<file path="src/rtl/iq_pkg.sv">
`default_nettype none

package iq_pkg;

    // ----------------------------------------------------------------------
    // physical register file

    localparam int PR_COUNT = 128;
    localparam int LOG_PR_COUNT = $clog2(PR_COUNT);

    localparam int PRF_BANK_COUNT = 4;
    localparam int LOG_PRF_BANK_COUNT = $clog2(PRF_BANK_COUNT);

    // ----------------------------------------------------------------------
    // reorder buffer

    localparam int ROB_ENTRIES = 128;
    localparam int LOG_ROB_ENTRIES = $clog2(ROB_ENTRIES);

    // ----------------------------------------------------------------------
    // vector types

    // bank in the low bits, row within the bank above
    typedef logic [LOG_PR_COUNT-1:0] pr_t;
    typedef logic [LOG_PR_COUNT-LOG_PRF_BANK_COUNT-1:0] upper_pr_t;
    typedef logic [LOG_PRF_BANK_COUNT-1:0] bank_t;

    typedef logic [LOG_ROB_ENTRIES-1:0] rob_idx_t;

    // pipe op code, opaque to the queue
    typedef logic [3:0] op_t;

endpackage

`default_nettype wire

</file>
<file path="src/rtl/iq_entry_if.sv">
`timescale 1ns/1ps
`default_nettype none

interface iq_entry_if import iq_pkg::*; #(
    parameter int IQ_ENTRIES = 12
) ();

    // entry state, index 0 is the oldest
    logic [IQ_ENTRIES-1:0]           valid;
    logic [IQ_ENTRIES-1:0]           is_alu;
    logic [IQ_ENTRIES-1:0]           is_mdu;
    op_t      [IQ_ENTRIES-1:0]       op;
    pr_t      [IQ_ENTRIES-1:0]       a_pr;
    logic [IQ_ENTRIES-1:0]           a_ready;
    logic [IQ_ENTRIES-1:0]           a_is_zero;
    pr_t      [IQ_ENTRIES-1:0]       b_pr;
    logic [IQ_ENTRIES-1:0]           b_ready;
    logic [IQ_ENTRIES-1:0]           b_is_zero;
    pr_t      [IQ_ENTRIES-1:0]       dest_pr;
    rob_idx_t [IQ_ENTRIES-1:0]       rob_index;

    // writeback bus hits this cycle
    logic [IQ_ENTRIES-1:0]           a_bus_fwd;
    logic [IQ_ENTRIES-1:0]           b_bus_fwd;

    // issued slot and everything above it
    logic [IQ_ENTRIES-1:0]           collapse_mask;

    modport array (
        output valid, is_alu, is_mdu, op, a_pr, a_ready, a_is_zero,
        output b_pr, b_ready, b_is_zero, dest_pr, rob_index,
        input  a_bus_fwd, b_bus_fwd, collapse_mask
    );

    modport wakeup (
        input  a_pr, b_pr,
        output a_bus_fwd, b_bus_fwd
    );

    modport select (
        input  valid, is_alu, is_mdu, op, a_pr, a_ready, a_is_zero,
        input  b_pr, b_ready, b_is_zero, dest_pr, rob_index,
        input  a_bus_fwd, b_bus_fwd,
        output collapse_mask
    );

endinterface

`default_nettype wire

</file>
<file path="src/rtl/iq_entry_array.sv">
`timescale 1ns/1ps
`default_nettype none

module iq_entry_array import iq_pkg::*; #(
    parameter int IQ_ENTRIES = 12
) (
    input  logic     CLK,
    input  logic     nRST,

    // renamed op in
    input  logic     enq_valid,
    input  logic     enq_is_alu,
    input  logic     enq_is_mdu,
    input  op_t      enq_op,
    input  pr_t      enq_a_pr,
    input  logic     enq_a_ready,
    input  logic     enq_a_is_zero,
    input  pr_t      enq_b_pr,
    input  logic     enq_b_ready,
    input  logic     enq_b_is_zero,
    input  pr_t      enq_dest_pr,
    input  rob_idx_t enq_rob_index,
    output logic     enq_ready,

    iq_entry_if.array ent
);

    logic [IQ_ENTRIES-1:0] free_mask;
    logic [IQ_ENTRIES-1:0] enq_one_hot;
    logic [IQ_ENTRIES-1:0] enq_one_hot_above;
    logic [IQ_ENTRIES-1:0] take_above;
    logic [IQ_ENTRIES-1:0] take_enq;
    logic [IQ_ENTRIES-1:0] valid_next;

    // ready bits with this cycle's wakeup folded in
    logic [IQ_ENTRIES-1:0] a_ready_now;
    logic [IQ_ENTRIES-1:0] b_ready_now;

    // contents of the slot above, zero past the top
    logic [IQ_ENTRIES-1:0]     valid_above;
    logic [IQ_ENTRIES-1:0]     is_alu_above;
    logic [IQ_ENTRIES-1:0]     is_mdu_above;
    op_t      [IQ_ENTRIES-1:0] op_above;
    pr_t      [IQ_ENTRIES-1:0] a_pr_above;
    logic [IQ_ENTRIES-1:0]     a_ready_above;
    logic [IQ_ENTRIES-1:0]     a_is_zero_above;
    pr_t      [IQ_ENTRIES-1:0] b_pr_above;
    logic [IQ_ENTRIES-1:0]     b_ready_above;
    logic [IQ_ENTRIES-1:0]     b_is_zero_above;
    pr_t      [IQ_ENTRIES-1:0] dest_pr_above;
    rob_idx_t [IQ_ENTRIES-1:0] rob_index_above;

    // ----------------------------------------------------------------------
    // free slot choice

    assign free_mask = ~ent.valid;
    assign enq_ready = |free_mask;

    // lowest empty slot
    assign enq_one_hot = free_mask & (~free_mask + 1'b1) & {IQ_ENTRIES{enq_valid}};

    // ----------------------------------------------------------------------
    // shifted view for collapse

    assign a_ready_now = ent.a_ready | ent.a_bus_fwd;
    assign b_ready_now = ent.b_ready | ent.b_bus_fwd;

    assign valid_above       = {1'b0, ent.valid[IQ_ENTRIES-1:1]};
    assign enq_one_hot_above = {1'b0, enq_one_hot[IQ_ENTRIES-1:1]};
    assign is_alu_above      = {1'b0, ent.is_alu[IQ_ENTRIES-1:1]};
    assign is_mdu_above      = {1'b0, ent.is_mdu[IQ_ENTRIES-1:1]};
    assign op_above          = {op_t'(0), ent.op[IQ_ENTRIES-1:1]};
    assign a_pr_above        = {pr_t'(0), ent.a_pr[IQ_ENTRIES-1:1]};
    assign a_ready_above     = {1'b0, a_ready_now[IQ_ENTRIES-1:1]};
    assign a_is_zero_above   = {1'b0, ent.a_is_zero[IQ_ENTRIES-1:1]};
    assign b_pr_above        = {pr_t'(0), ent.b_pr[IQ_ENTRIES-1:1]};
    assign b_ready_above     = {1'b0, b_ready_now[IQ_ENTRIES-1:1]};
    assign b_is_zero_above   = {1'b0, ent.b_is_zero[IQ_ENTRIES-1:1]};
    assign dest_pr_above     = {pr_t'(0), ent.dest_pr[IQ_ENTRIES-1:1]};
    assign rob_index_above   = {rob_idx_t'(0), ent.rob_index[IQ_ENTRIES-1:1]};

    // collapsing slot takes the entry above, or the new op aimed there
    assign take_above = ent.collapse_mask & valid_above;
    assign take_enq   = (ent.collapse_mask & ~valid_above & enq_one_hot_above)
                      | (~ent.collapse_mask & ~ent.valid & enq_one_hot);
    assign valid_next = take_above | take_enq | (~ent.collapse_mask & ent.valid);

    // ----------------------------------------------------------------------
    // entry registers

    always_ff @(posedge CLK or negedge nRST) begin
        if (!nRST) begin
            ent.valid <= '0;
        end else begin
            ent.valid <= valid_next;
        end
    end

    always_ff @(posedge CLK) begin
        for (int i = 0; i < IQ_ENTRIES; i++) begin
            if (take_above[i]) begin
                ent.is_alu[i]    <= is_alu_above[i];
                ent.is_mdu[i]    <= is_mdu_above[i];
                ent.op[i]        <= op_above[i];
                ent.a_pr[i]      <= a_pr_above[i];
                ent.a_ready[i]   <= a_ready_above[i];
                ent.a_is_zero[i] <= a_is_zero_above[i];
                ent.b_pr[i]      <= b_pr_above[i];
                ent.b_ready[i]   <= b_ready_above[i];
                ent.b_is_zero[i] <= b_is_zero_above[i];
                ent.dest_pr[i]   <= dest_pr_above[i];
                ent.rob_index[i] <= rob_index_above[i];
            end else if (take_enq[i]) begin
                ent.is_alu[i]    <= enq_is_alu;
                ent.is_mdu[i]    <= enq_is_mdu;
                ent.op[i]        <= enq_op;
                ent.a_pr[i]      <= enq_a_pr;
                ent.a_ready[i]   <= enq_a_ready;
                ent.a_is_zero[i] <= enq_a_is_zero;
                ent.b_pr[i]      <= enq_b_pr;
                ent.b_ready[i]   <= enq_b_ready;
                ent.b_is_zero[i] <= enq_b_is_zero;
                ent.dest_pr[i]   <= enq_dest_pr;
                ent.rob_index[i] <= enq_rob_index;
            end else begin
                // holding in place, wakeup sticks
                ent.a_ready[i] <= a_ready_now[i];
                ent.b_ready[i] <= b_ready_now[i];
            end
        end
    end

endmodule

`default_nettype wire

</file>
<file path="src/rtl/iq_wakeup.sv">
`timescale 1ns/1ps
`default_nettype none

module iq_wakeup import iq_pkg::*; #(
    parameter int IQ_ENTRIES = 12
) (
    // one writeback bus per register file bank
    input  logic      [PRF_BANK_COUNT-1:0] wb_bus_valid_by_bank,
    input  upper_pr_t [PRF_BANK_COUNT-1:0] wb_bus_upper_pr_by_bank,

    iq_entry_if.wakeup ent
);

    // bank bits pick the bus, upper bits must match its tag
    function automatic logic bus_match(input pr_t pr);
        bank_t     bank;
        upper_pr_t upper;
        bank  = pr[LOG_PRF_BANK_COUNT-1:0];
        upper = pr[LOG_PR_COUNT-1:LOG_PRF_BANK_COUNT];
        return wb_bus_valid_by_bank[bank] & (wb_bus_upper_pr_by_bank[bank] == upper);
    endfunction

    // ----------------------------------------------------------------------
    // per-entry match, both operands

    always_comb begin
        for (int i = 0; i < IQ_ENTRIES; i++) begin
            ent.a_bus_fwd[i] = bus_match(ent.a_pr[i]);
            ent.b_bus_fwd[i] = bus_match(ent.b_pr[i]);
        end
    end

endmodule

`default_nettype wire

</file>
<file path="src/rtl/iq_issue_select.sv">
`timescale 1ns/1ps
`default_nettype none

module iq_issue_select import iq_pkg::*; #(
    parameter int IQ_ENTRIES = 12
) (
    // pipe back-pressure
    input  logic     alu_issue_ready,
    input  logic     mdu_issue_ready,

    // issue to pipes
    output logic     alu_issue_valid,
    output logic     mdu_issue_valid,
    output op_t      issue_op,
    output logic     issue_a_is_reg,
    output logic     issue_a_is_bus_forward,
    output pr_t      issue_a_pr,
    output logic     issue_b_is_reg,
    output logic     issue_b_is_bus_forward,
    output pr_t      issue_b_pr,
    output pr_t      issue_dest_pr,
    output rob_idx_t issue_rob_index,

    // register file read requests
    output logic     prf_req_a_valid,
    output pr_t      prf_req_a_pr,
    output logic     prf_req_b_valid,
    output pr_t      prf_req_b_pr,

    iq_entry_if.select ent
);

    logic [IQ_ENTRIES-1:0] pipe_ok;
    logic [IQ_ENTRIES-1:0] a_avail;
    logic [IQ_ENTRIES-1:0] b_avail;
    logic [IQ_ENTRIES-1:0] issuable;
    logic [IQ_ENTRIES-1:0] pick;

    // ----------------------------------------------------------------------
    // readiness and oldest-first pick

    assign pipe_ok = ({IQ_ENTRIES{alu_issue_ready}} & ent.is_alu)
                   | ({IQ_ENTRIES{mdu_issue_ready}} & ent.is_mdu);

    assign a_avail = ent.a_ready | ent.a_bus_fwd | ent.a_is_zero;
    assign b_avail = ent.b_ready | ent.b_bus_fwd | ent.b_is_zero;

    assign issuable = ent.valid & pipe_ok & a_avail & b_avail;

    // lowest set bit is the oldest
    assign pick = issuable & (~issuable + 1'b1);

    // picked slot and all above it; zero when nothing picked
    assign ent.collapse_mask = ~(pick - 1'b1);

    // only the picked entry's pipe sees valid
    assign alu_issue_valid = |(pick & ent.is_alu);
    assign mdu_issue_valid = |(pick & ent.is_mdu);

    // ----------------------------------------------------------------------
    // issue mux

    always_comb begin
        issue_op               = '0;
        issue_a_is_reg         = 1'b0;
        issue_a_is_bus_forward = 1'b0;
        issue_a_pr             = '0;
        issue_b_is_reg         = 1'b0;
        issue_b_is_bus_forward = 1'b0;
        issue_b_pr             = '0;
        issue_dest_pr          = '0;
        issue_rob_index        = '0;
        prf_req_a_valid        = 1'b0;
        prf_req_a_pr           = '0;
        prf_req_b_valid        = 1'b0;
        prf_req_b_pr           = '0;

        for (int i = 0; i < IQ_ENTRIES; i++) begin
            if (pick[i]) begin
                issue_op               |= ent.op[i];
                issue_a_is_reg         |= ~(ent.a_is_zero[i] | ent.a_bus_fwd[i]);
                issue_a_is_bus_forward |= ent.a_bus_fwd[i];
                issue_a_pr             |= ent.a_pr[i];
                issue_b_is_reg         |= ~(ent.b_is_zero[i] | ent.b_bus_fwd[i]);
                issue_b_is_bus_forward |= ent.b_bus_fwd[i];
                issue_b_pr             |= ent.b_pr[i];
                issue_dest_pr          |= ent.dest_pr[i];
                issue_rob_index        |= ent.rob_index[i];

                // register path only when not zero and not off the bus
                prf_req_a_valid        |= ~(ent.a_is_zero[i] | ent.a_bus_fwd[i]);
                prf_req_a_pr           |= ent.a_pr[i];
                prf_req_b_valid        |= ~(ent.b_is_zero[i] | ent.b_bus_fwd[i]);
                prf_req_b_pr           |= ent.b_pr[i];
            end
        end
    end

endmodule

`default_nettype wire

</file>
<file path="src/rtl/alu_mdu_iq.sv">
`timescale 1ns/1ps
`default_nettype none

module alu_mdu_iq import iq_pkg::*; #(
    parameter int IQ_ENTRIES = 12
) (
    input  logic      CLK,
    input  logic      nRST,

    // enqueue
    input  logic      enq_valid,
    input  logic      enq_is_alu,
    input  logic      enq_is_mdu,
    input  op_t       enq_op,
    input  pr_t       enq_a_pr,
    input  logic      enq_a_ready,
    input  logic      enq_a_is_zero,
    input  pr_t       enq_b_pr,
    input  logic      enq_b_ready,
    input  logic      enq_b_is_zero,
    input  pr_t       enq_dest_pr,
    input  rob_idx_t  enq_rob_index,
    output logic      enq_ready,

    // writeback bus by bank
    input  logic      [PRF_BANK_COUNT-1:0] wb_bus_valid_by_bank,
    input  upper_pr_t [PRF_BANK_COUNT-1:0] wb_bus_upper_pr_by_bank,

    // pipe readies
    input  logic      alu_issue_ready,
    input  logic      mdu_issue_ready,

    // issue
    output logic      alu_issue_valid,
    output logic      mdu_issue_valid,
    output op_t       issue_op,
    output logic      issue_a_is_reg,
    output logic      issue_a_is_bus_forward,
    output pr_t       issue_a_pr,
    output logic      issue_b_is_reg,
    output logic      issue_b_is_bus_forward,
    output pr_t       issue_b_pr,
    output pr_t       issue_dest_pr,
    output rob_idx_t  issue_rob_index,

    // register file read requests
    output logic      prf_req_a_valid,
    output pr_t       prf_req_a_pr,
    output logic      prf_req_b_valid,
    output pr_t       prf_req_b_pr
);

    iq_entry_if #(.IQ_ENTRIES(IQ_ENTRIES)) ent ();

    // ----------------------------------------------------------------------
    // storage, wakeup, select

    iq_entry_array #(.IQ_ENTRIES(IQ_ENTRIES)) entry_array (
        .CLK           (CLK),
        .nRST          (nRST),
        .enq_valid     (enq_valid),
        .enq_is_alu    (enq_is_alu),
        .enq_is_mdu    (enq_is_mdu),
        .enq_op        (enq_op),
        .enq_a_pr      (enq_a_pr),
        .enq_a_ready   (enq_a_ready),
        .enq_a_is_zero (enq_a_is_zero),
        .enq_b_pr      (enq_b_pr),
        .enq_b_ready   (enq_b_ready),
        .enq_b_is_zero (enq_b_is_zero),
        .enq_dest_pr   (enq_dest_pr),
        .enq_rob_index (enq_rob_index),
        .enq_ready     (enq_ready),
        .ent           (ent)
    );

    iq_wakeup #(.IQ_ENTRIES(IQ_ENTRIES)) wakeup (
        .wb_bus_valid_by_bank    (wb_bus_valid_by_bank),
        .wb_bus_upper_pr_by_bank (wb_bus_upper_pr_by_bank),
        .ent                     (ent)
    );

    iq_issue_select #(.IQ_ENTRIES(IQ_ENTRIES)) issue_select (
        .alu_issue_ready        (alu_issue_ready),
        .mdu_issue_ready        (mdu_issue_ready),
        .alu_issue_valid        (alu_issue_valid),
        .mdu_issue_valid        (mdu_issue_valid),
        .issue_op               (issue_op),
        .issue_a_is_reg         (issue_a_is_reg),
        .issue_a_is_bus_forward (issue_a_is_bus_forward),
        .issue_a_pr             (issue_a_pr),
        .issue_b_is_reg         (issue_b_is_reg),
        .issue_b_is_bus_forward (issue_b_is_bus_forward),
        .issue_b_pr             (issue_b_pr),
        .issue_dest_pr          (issue_dest_pr),
        .issue_rob_index        (issue_rob_index),
        .prf_req_a_valid        (prf_req_a_valid),
        .prf_req_a_pr           (prf_req_a_pr),
        .prf_req_b_valid        (prf_req_b_valid),
        .prf_req_b_pr           (prf_req_b_pr),
        .ent                    (ent)
    );

endmodule

`default_nettype wire

</file>
<file path="config.mk">
export PLATFORM = sky130hd
export DESIGN_NAME = alu_mdu_iq
export DESIGN_NICKNAME = d
export VERILOG_FILES = /design/src/rtl/iq_pkg.sv /design/src/rtl/iq_entry_if.sv /design/src/rtl/iq_entry_array.sv /design/src/rtl/iq_wakeup.sv /design/src/rtl/iq_issue_select.sv /design/src/rtl/alu_mdu_iq.sv
export SDC_FILE = /design/constraint.sdc
export NUM_CORES = 1
export LEC_CHECK = 0
export ABC_AREA = 1
export BUFFER_PORTS_ARGS = -buffer_cell sky130_fd_sc_hd__buf_2
export CELL_PAD_IN_SITES_DETAIL_PLACEMENT = 0
export CELL_PAD_IN_SITES_GLOBAL_PLACEMENT = 1
export CORE_MARGIN = 3
export CORE_UTILIZATION = 50
export CTS_CLUSTER_SIZE = 14
export DETAILED_ROUTE_END_ITERATION = 10
export HOLD_SLACK_MARGIN = 0.05
export PLACE_DENSITY_LB_ADDON = 0.1
export RECOVER_POWER = 50
export SYNTH_ARGS = -nofsm -noshare
export SYNTH_HDL_FRONTEND = slang
export SYNTH_SLANG_ARGS = --single-unit
</file>
<file path="constraint.sdc">
create_clock -name CLK -period 7.5 [get_ports CLK]
set_clock_uncertainty 0.15 [all_clocks]
set_input_delay 0 -clock CLK [delete_from_list [all_inputs] [get_ports CLK]]
set_output_delay 0 -clock CLK [all_outputs]
set_load 0.005 [all_outputs]
</file>
==> flow_metrics.tcl, run 1 <==
set metrics [dict create \
    relSlewSlack -1.25 \
    areaGrowthSynthToFinish_pct 6.58 \
    vias 30700 \
    diodes 0 \
    endpoint_kind "register" \
    die_h_um 260 \
    r2r_cells 17 \
    hold_start "wb_bus_valid_by_bank[3]" \
    cts_setup_buffers 0 \
    cp_common_cell "nand2_1" \
    final_hold_viol_count 0 \
    worstHoldPathCells 9 \
    cp.arrival_ps 6440 \
    rrSetupSlack_ps 1300 \
    insertion_delay_ps 650 \
    cts-htree-levels 2 \
    period_share 0.826 \
    synth_fp_nets 4593 \
    synth_edf_count 432 \
    final-setup-viol-count 0 \
    drtPass1Iterations 5 \
    clock_path_buffers 3 \
    multiInputGateArea_um2 15100 \
    path_class "register to register" \
    max_cap_viol_count 4 \
    clock_sinks 468 \
    dp_hpwl_um 76800 \
    cts_tree "yes" \
    portBuffers 121 \
    drive_gt1_frac 0.0714 \
    wl_per_cell_um 22.9 \
    ctsRootBufferMaster "clkbuf_16" \
    vias_per_cell 5.77 \
    nFillCells 6197 \
    grt_pass1_vias 27600 \
    final-seq-area_um2 13800 \
    hold_class "input port to register" \
    routed_wl_um 122000 \
    overflow 0 \
    r2r-end "entry_array.ent.dest_pr[53]" \
    cp_slowest_cell "nand2_1" \
    hold_path_end "entry_array.ent.b_ready[6]" \
    drtAntennaViolNets 0 \
    cts-resized-gates 0 \
    synth_ff_type "edfxtp_1" \
    fmax_mhz 161 \
    async_flop_share 0.0256 \
    gp_congestion 0.925 \
    antenna_found_initial 2 \
    io_pins 122 \
    initial_utilization 0.508 \
    finalSetupTns_ps 0 \
    avgSynthCellArea_um2 7.12 \
    cts_hold_buf 44 \
    cpPeakStageDelay_ps 1060 \
    rsz0062_at_grt "false" \
    r2r_start "entry_array.ent.b_pr[0]" \
    dr.first_iter.drc_count 3875 \
    rows 92 \
    start_kind "register" \
    cts.clk_slew.worst_paths_ps 60 \
    synth_area_um2 32200 \
    postSynthCellCount 4526 \
    die_w_um 260 \
    grt_usage 0.354 \
    core-area_um2 63400 \
    finalCriticalPeriod_ps 6200 \
    nets 4500 \
    critPathMaxFanout 32 \
    grt_pass1_wl_um 179000 \
    tightest_slew_ps 3380 \
    grt_max_degree 97 \
    violations "max-capacitance violations, max-slew violations" \
    cp_cell_sequence "inv_1, nand2_1, nand3_1, nand2_1, nand2_1, nand2_1, nor2_1, nand3_2, nand3_1, nand3_1, nand2_8, nor2_1, nand2_1, nand2_1, buf_4, buf_4, o21ai_0" \
    synth-seq-cells 468 \
    drv_slew 176 \
    cp_data_required_time_ps 7740 \
    yosysWarnings 0 \
    whs_ps 136 \
    die-area_um2 67500 \
    ys_types 47 \
    drc 0 \
    synth-seq-area-share 0.427 \
    cts_made_buffers 56 \
    outcome "finished with violations" \
]
synthesized netlist by cell type, types with 3 or more instances:
| library cell | count | share of area |
|---|---|---|
| buf_1 | 9 | 0.0010 |
| nand3b_1 | 15 | 0.0035 |
| buf_6 | 39 | 0.014 |
| mux2_2 | 16 | 0.0056 |
| nand3_1 | 548 | 0.085 |
| mux2_1 | 6 | 0.0021 |
| mux2_4 | 4 | 0.0019 |
| clkbuf_1 | 74 | 0.0086 |
| buf_4 | 49 | 0.011 |
| nand2_1 | 1834 | 0.21 |
| o22ai_1 | 8 | 0.0016 |
| clkinv_1 | 3 | 0.00035 |
| a21oi_1 | 26 | 0.0040 |
| nor3_1 | 10 | 0.0016 |
| o211ai_1 | 34 | 0.0079 |
| dfxtp_1 | 24 | 0.015 |
| nand3_4 | 6 | 0.0033 |
| o21ai_0 | 269 | 0.042 |
| clkbuf_2 | 5 | 0.00078 |
| xor2_1 | 5 | 0.0014 |
| dfrtp_1 | 12 | 0.0093 |
| nand4_1 | 162 | 0.031 |
| nand2_4 | 4 | 0.0014 |
| nor2_1 | 262 | 0.031 |
| inv_1 | 311 | 0.036 |
| edfxtp_1 | 432 | 0.40 |
| nor2_2 | 5 | 0.00097 |
| nand3_2 | 20 | 0.0062 |
| o21ai_2 | 10 | 0.0027 |
| o21ai_1 | 78 | 0.012 |
| nor2_4 | 3 | 0.0010 |
| buf_2 | 177 | 0.027 |
| nand2_2 | 22 | 0.0043 |
| inv_2 | 26 | 0.0030 |
logic make-up (layout without fill, tap and decap cells):
family / count (synthesis) / after routing / synth area share
mux: 26 / 26 / 0.00955
flops: 468 / 468 / 0.427
buf+inv: 694 / 649 / 0.103
xor+xnor: 5 / 5 / 0.00136
compound gates: 431 / 431 / 0.0715
simple gates: 2902 / 2902 / 0.388
flip-flops by register name, summed over array words and instances (netlist names), 48 cells and up:
register / cells
entry_array.ent.a_pr: 84
entry_array.ent.b_pr: 84
entry_array.ent.dest_pr: 84
entry_array.ent.op: 48
entry_array.ent.rob_index: 84
routing by layer:
metal,global-route usage,wire length (um)
met3,0.0593,13300
met4,0.112,4110
met2,0.551,54000
met5,0,0
met1,0.503,50500
worst max-delay path: cells and delay by family, from the launching register on:
kind,cells,cell delay [ps]
AO/OA/AOI/OAI,1,100
buffers and inverters,3,1110
flip-flops,1,630
AND/OR/NAND/NOR,13,3950
cell type report:
type,instances,area share
clock buffers,71,0.0460
repair buffers,203,0.0372
flip-flops and latches,468,0.401
inverters,340,0.0372
multi-input cells,3364,0.439
clock inverters,35,0.00944
well taps,846,0.0308
worst max-delay path by stage:
| stage | start | end | slack, ps |
|---|---|---|---|
| 5_1_grt | entry_array.ent.b_pr[0] | entry_array.ent.dest_pr[52] | 820 |
| 4_1_cts | entry_array.ent.a_pr[0] | issue_a_pr[6] | 1990 |
| 3_5_place_dp | entry_array.ent.a_pr[0] | entry_array.ent.rob_index[48] | 2220 |
| 6_report | entry_array.ent.b_pr[0] | entry_array.ent.dest_pr[53] | 1300 |
| 3_3_place_gp | entry_array.ent.a_pr[0] | entry_array.ent.op[27] | 2290 |
| 2_1_floorplan | entry_array.ent.b_pr[21] | entry_array.ent.a_is_zero[3] | 4070 |
cells in the final DEF, fill, tap and decap left out, types with 5 or more instances in the layout:
cell           netlist  routed
inv_1              311     316
dfxtp_1             24      24
nor3_1              10      10
clkinv_1             3      16
dfrtp_1             12      12
mux2_2              16      16
clkbuf_8             0      12
xor2_1               5       5
nand2_2             22      25
mux2_1               6       6
edfxtp_1           432     432
nand3_1            548     553
a21oi_1             26      26
buf_4               49      32
nor2_1             262     263
buf_2              177      83
clkinvlp_4           0       5
nand4_1            162     162
nand2_1           1834    1833
o211ai_1            34      34
o21ai_2             10       6
clkbuf_16            0      56
o21ai_0            269     305
nor2_4               3       5
o21ai_1             78      46
nand3b_1            15      15
nand3_2             20      18
inv_2               26      20
clkbuf_1            74      45
o22ai_1              8       8
dlygate4sd3_1        0      44
clkinv_2             0      11
metrics by stage:
| stage | instances | cell area, um^2 | util | setup WS [ps] |
|---|---|---|---|---|
| 5_1_grt | 5327 | 34300 | 0.541 | 821 |
| 3_3_place_gp | 5177 | 32200 | 0.507 | 2290 |
| 2_1_floorplan | 4526 | 32200 | - | 4070 |
| 3_5_place_dp | 5177 | 32200 | 0.507 | 2220 |
| 6_report | 5327 | 34300 | 0.541 | 1300 |
| 4_1_cts | 5327 | 34500 | 0.544 | 1990 |
Power of run 1 is not shown: default switching activity piles up to over one toggle a cycle in this logic, so the estimate is an artifact.
==> inputs of run 2 (changes only) <==
- CORE_UTILIZATION: 50 -> 47
- clock period: 7.5 -> 6.1 ns (I/O delays scaled with it)
==> flow_metrics.tcl, run 2 (synthesis results as in run 1) <==
set metrics [dict create \
    outcome "finished with violations" \
    violations "max-capacitance violations, max-slew violations" \
    cts-resized-gates 0 \
    antenna_found_initial 3 \
    final-seq-area_um2 13800 \
    portBuffers 121 \
    final_cell_mix "1,840 x nand2_1, 553 x nand3_1, 432 x edfxtp_1, 314 x inv_1, 293 x o21ai_0" \
    critPathMaxFanout 44 \
    diodes 0 \
    endpoint_kind "primary output" \
    rrSetupSlack_ps 850 \
    clock_path_buffers 3 \
    cts_made_buffers 55 \
    ctsRootBufferMaster "clkbuf_16" \
    met2_usage 0.537 \
    multiInputGateArea_um2 15000 \
    cts_tree "yes" \
    max_cap_viol_count 3 \
    core-area_um2 67500 \
    finalSetupTns_ps 0 \
    die_h_um 268 \
    nFillCells 6722 \
    rows 95 \
    dr.first_iter.drc_count 3971 \
    grt_use_met1 0.487 \
    r2r_start "entry_array.ent.a_pr[0]" \
    nets 4520 \
    period_share 0.872 \
    cts.clk_slew.worst_paths_ps 60 \
    cts-htree-levels 2 \
    place_area_um2 32400 \
    start_kind "register" \
    grt.busiest_layer "met2" \
    fin_util 0.509 \
    finalWorstSetupSlack_ps 781 \
    grt_pass1_wl_um 184000 \
    fmax_mhz 188 \
    io_pins 122 \
    dp_hpwl_um 81600 \
    relSlewSlack -0.146 \
    path_class "register to primary output" \
    die_w_um 268 \
    initial_utilization 0.477 \
    drive_gt1_frac 0.0725 \
    final_area_um2 34400 \
    vias 31000 \
    powerDensity_nw_per_um2 737 \
    grt_usage 0.344 \
    max-vdd-ir-drop_mv 0.483 \
    tightest_slew_ps 1720 \
    hold_start "enq_b_ready" \
    overflow 0 \
    cp_data_required_time_ps 5950 \
    r2r_cells 14 \
    final_common_cell "nand2_1" \
    cts_setup_buffers 0 \
    drv_slew 129 \
    leakagePower_nw 16.0 \
    cp.arrival_ps 5170 \
    grt_max_degree 78 \
    finalCriticalPeriod_ps 5320 \
    worstHoldPathCells 4 \
    r2r-end "entry_array.ent.op[0]" \
    grt.met3_usage 0.0557 \
    wl_per_cell_um 23.2 \
    whs_ps 129 \
    drc 0 \
    drtPass1Iterations 6 \
    die-area_um2 71700 \
    drtAntennaViolNets 0 \
    final_hold_viol_count 0 \
    gp_congestion 0.922 \
    routed_wl_um 125000 \
    pre_cts_ws_ps 1670 \
    clock_sinks 468 \
    areaGrowthSynthToFinish_pct 6.78 \
    insertion_delay_ps 650 \
    vias_per_cell 5.77 \
    hold_class "input port to register" \
    final-setup-viol-count 0 \
    grt_pass1_vias 28300 \
    rsz0062_at_grt "false" \
    hold_path_end "entry_array.ent.b_ready[3]" \
]
## run 2: what timing repair did
action,in CTS,in global routing
endpoints found under the hold margin,477,0
hold buffers,44,0
endpoints found under the setup margin,0,0
## run 2: worst max-delay path by stage
| stage | endpoint | start | depth (start not counted) | slack, ps |
|---|---|---|---|---|
| CTS | alu_issue_valid | entry_array.ent.b_pr[49] | 18 | 960 |
| finish | prf_req_a_pr[6] | entry_array.ent.a_pr[0] | 17 | 780 |
| floorplan | entry_array.ent.a_is_zero[3] | entry_array.ent.b_pr[21] | 18 | 2670 |
| global route | prf_req_a_valid | entry_array.ent.a_pr[0] | 17 | 370 |
| global placement | entry_array.ent.dest_pr[66] | wb_bus_valid_by_bank[3] | 18 | 1590 |
| detailed placement | alu_issue_valid | wb_bus_valid_by_bank[1] | 19 | 1670 |
## run 2: cell type report
type                       instances  share of cell area
inverter                         340              0.0371
tap                              873              0.0318
sequential                       468               0.400
timing repair buffer             224              0.0424
clock inverter                    28             0.00844
clock buffer                      75              0.0431
multi-input combinational       3364               0.437
## run 2: metrics by stage
step	cells	power [mW]
final	5372	25.3
after detailed placement	5225	21.9
after global routing	5372	27.1
after global placement	5225	21.9
after floorplan	4526	17.5
after CTS	5372	25.3
## run 2: critical path, cell delays in order (launching register included)
cell and delay [ps]:
edfxtp_1 650, inv_1 310, nand2_1 120, nand3_1 80
nand2_1 100, nand2_1 50, o21ai_1 80, nor2_1 60
nand3_1 230, nand3_1 180, nand3_4 90, nand2_1 260
nor2_8 680, nand3_4 630, o21ai_0 380, nor2_1 150
nand3_1 300, buf_2 180
## run 2: layer usage
metal / vias up / wire, um
li1: 14700 / -
met1: 14400 / 51900
met2: 1604 / 54800
met3: 265 / 13300
met4: 0 / 4810
met5: - / 0
## run 2: power by group
part | internal (mW) | switching [mW]
registers | 6.53 | 1.31
logic | 3.67 | 10.5
clock network | 1.88 | 1.45
Note: power is estimated with default switching activity, not from simulation.
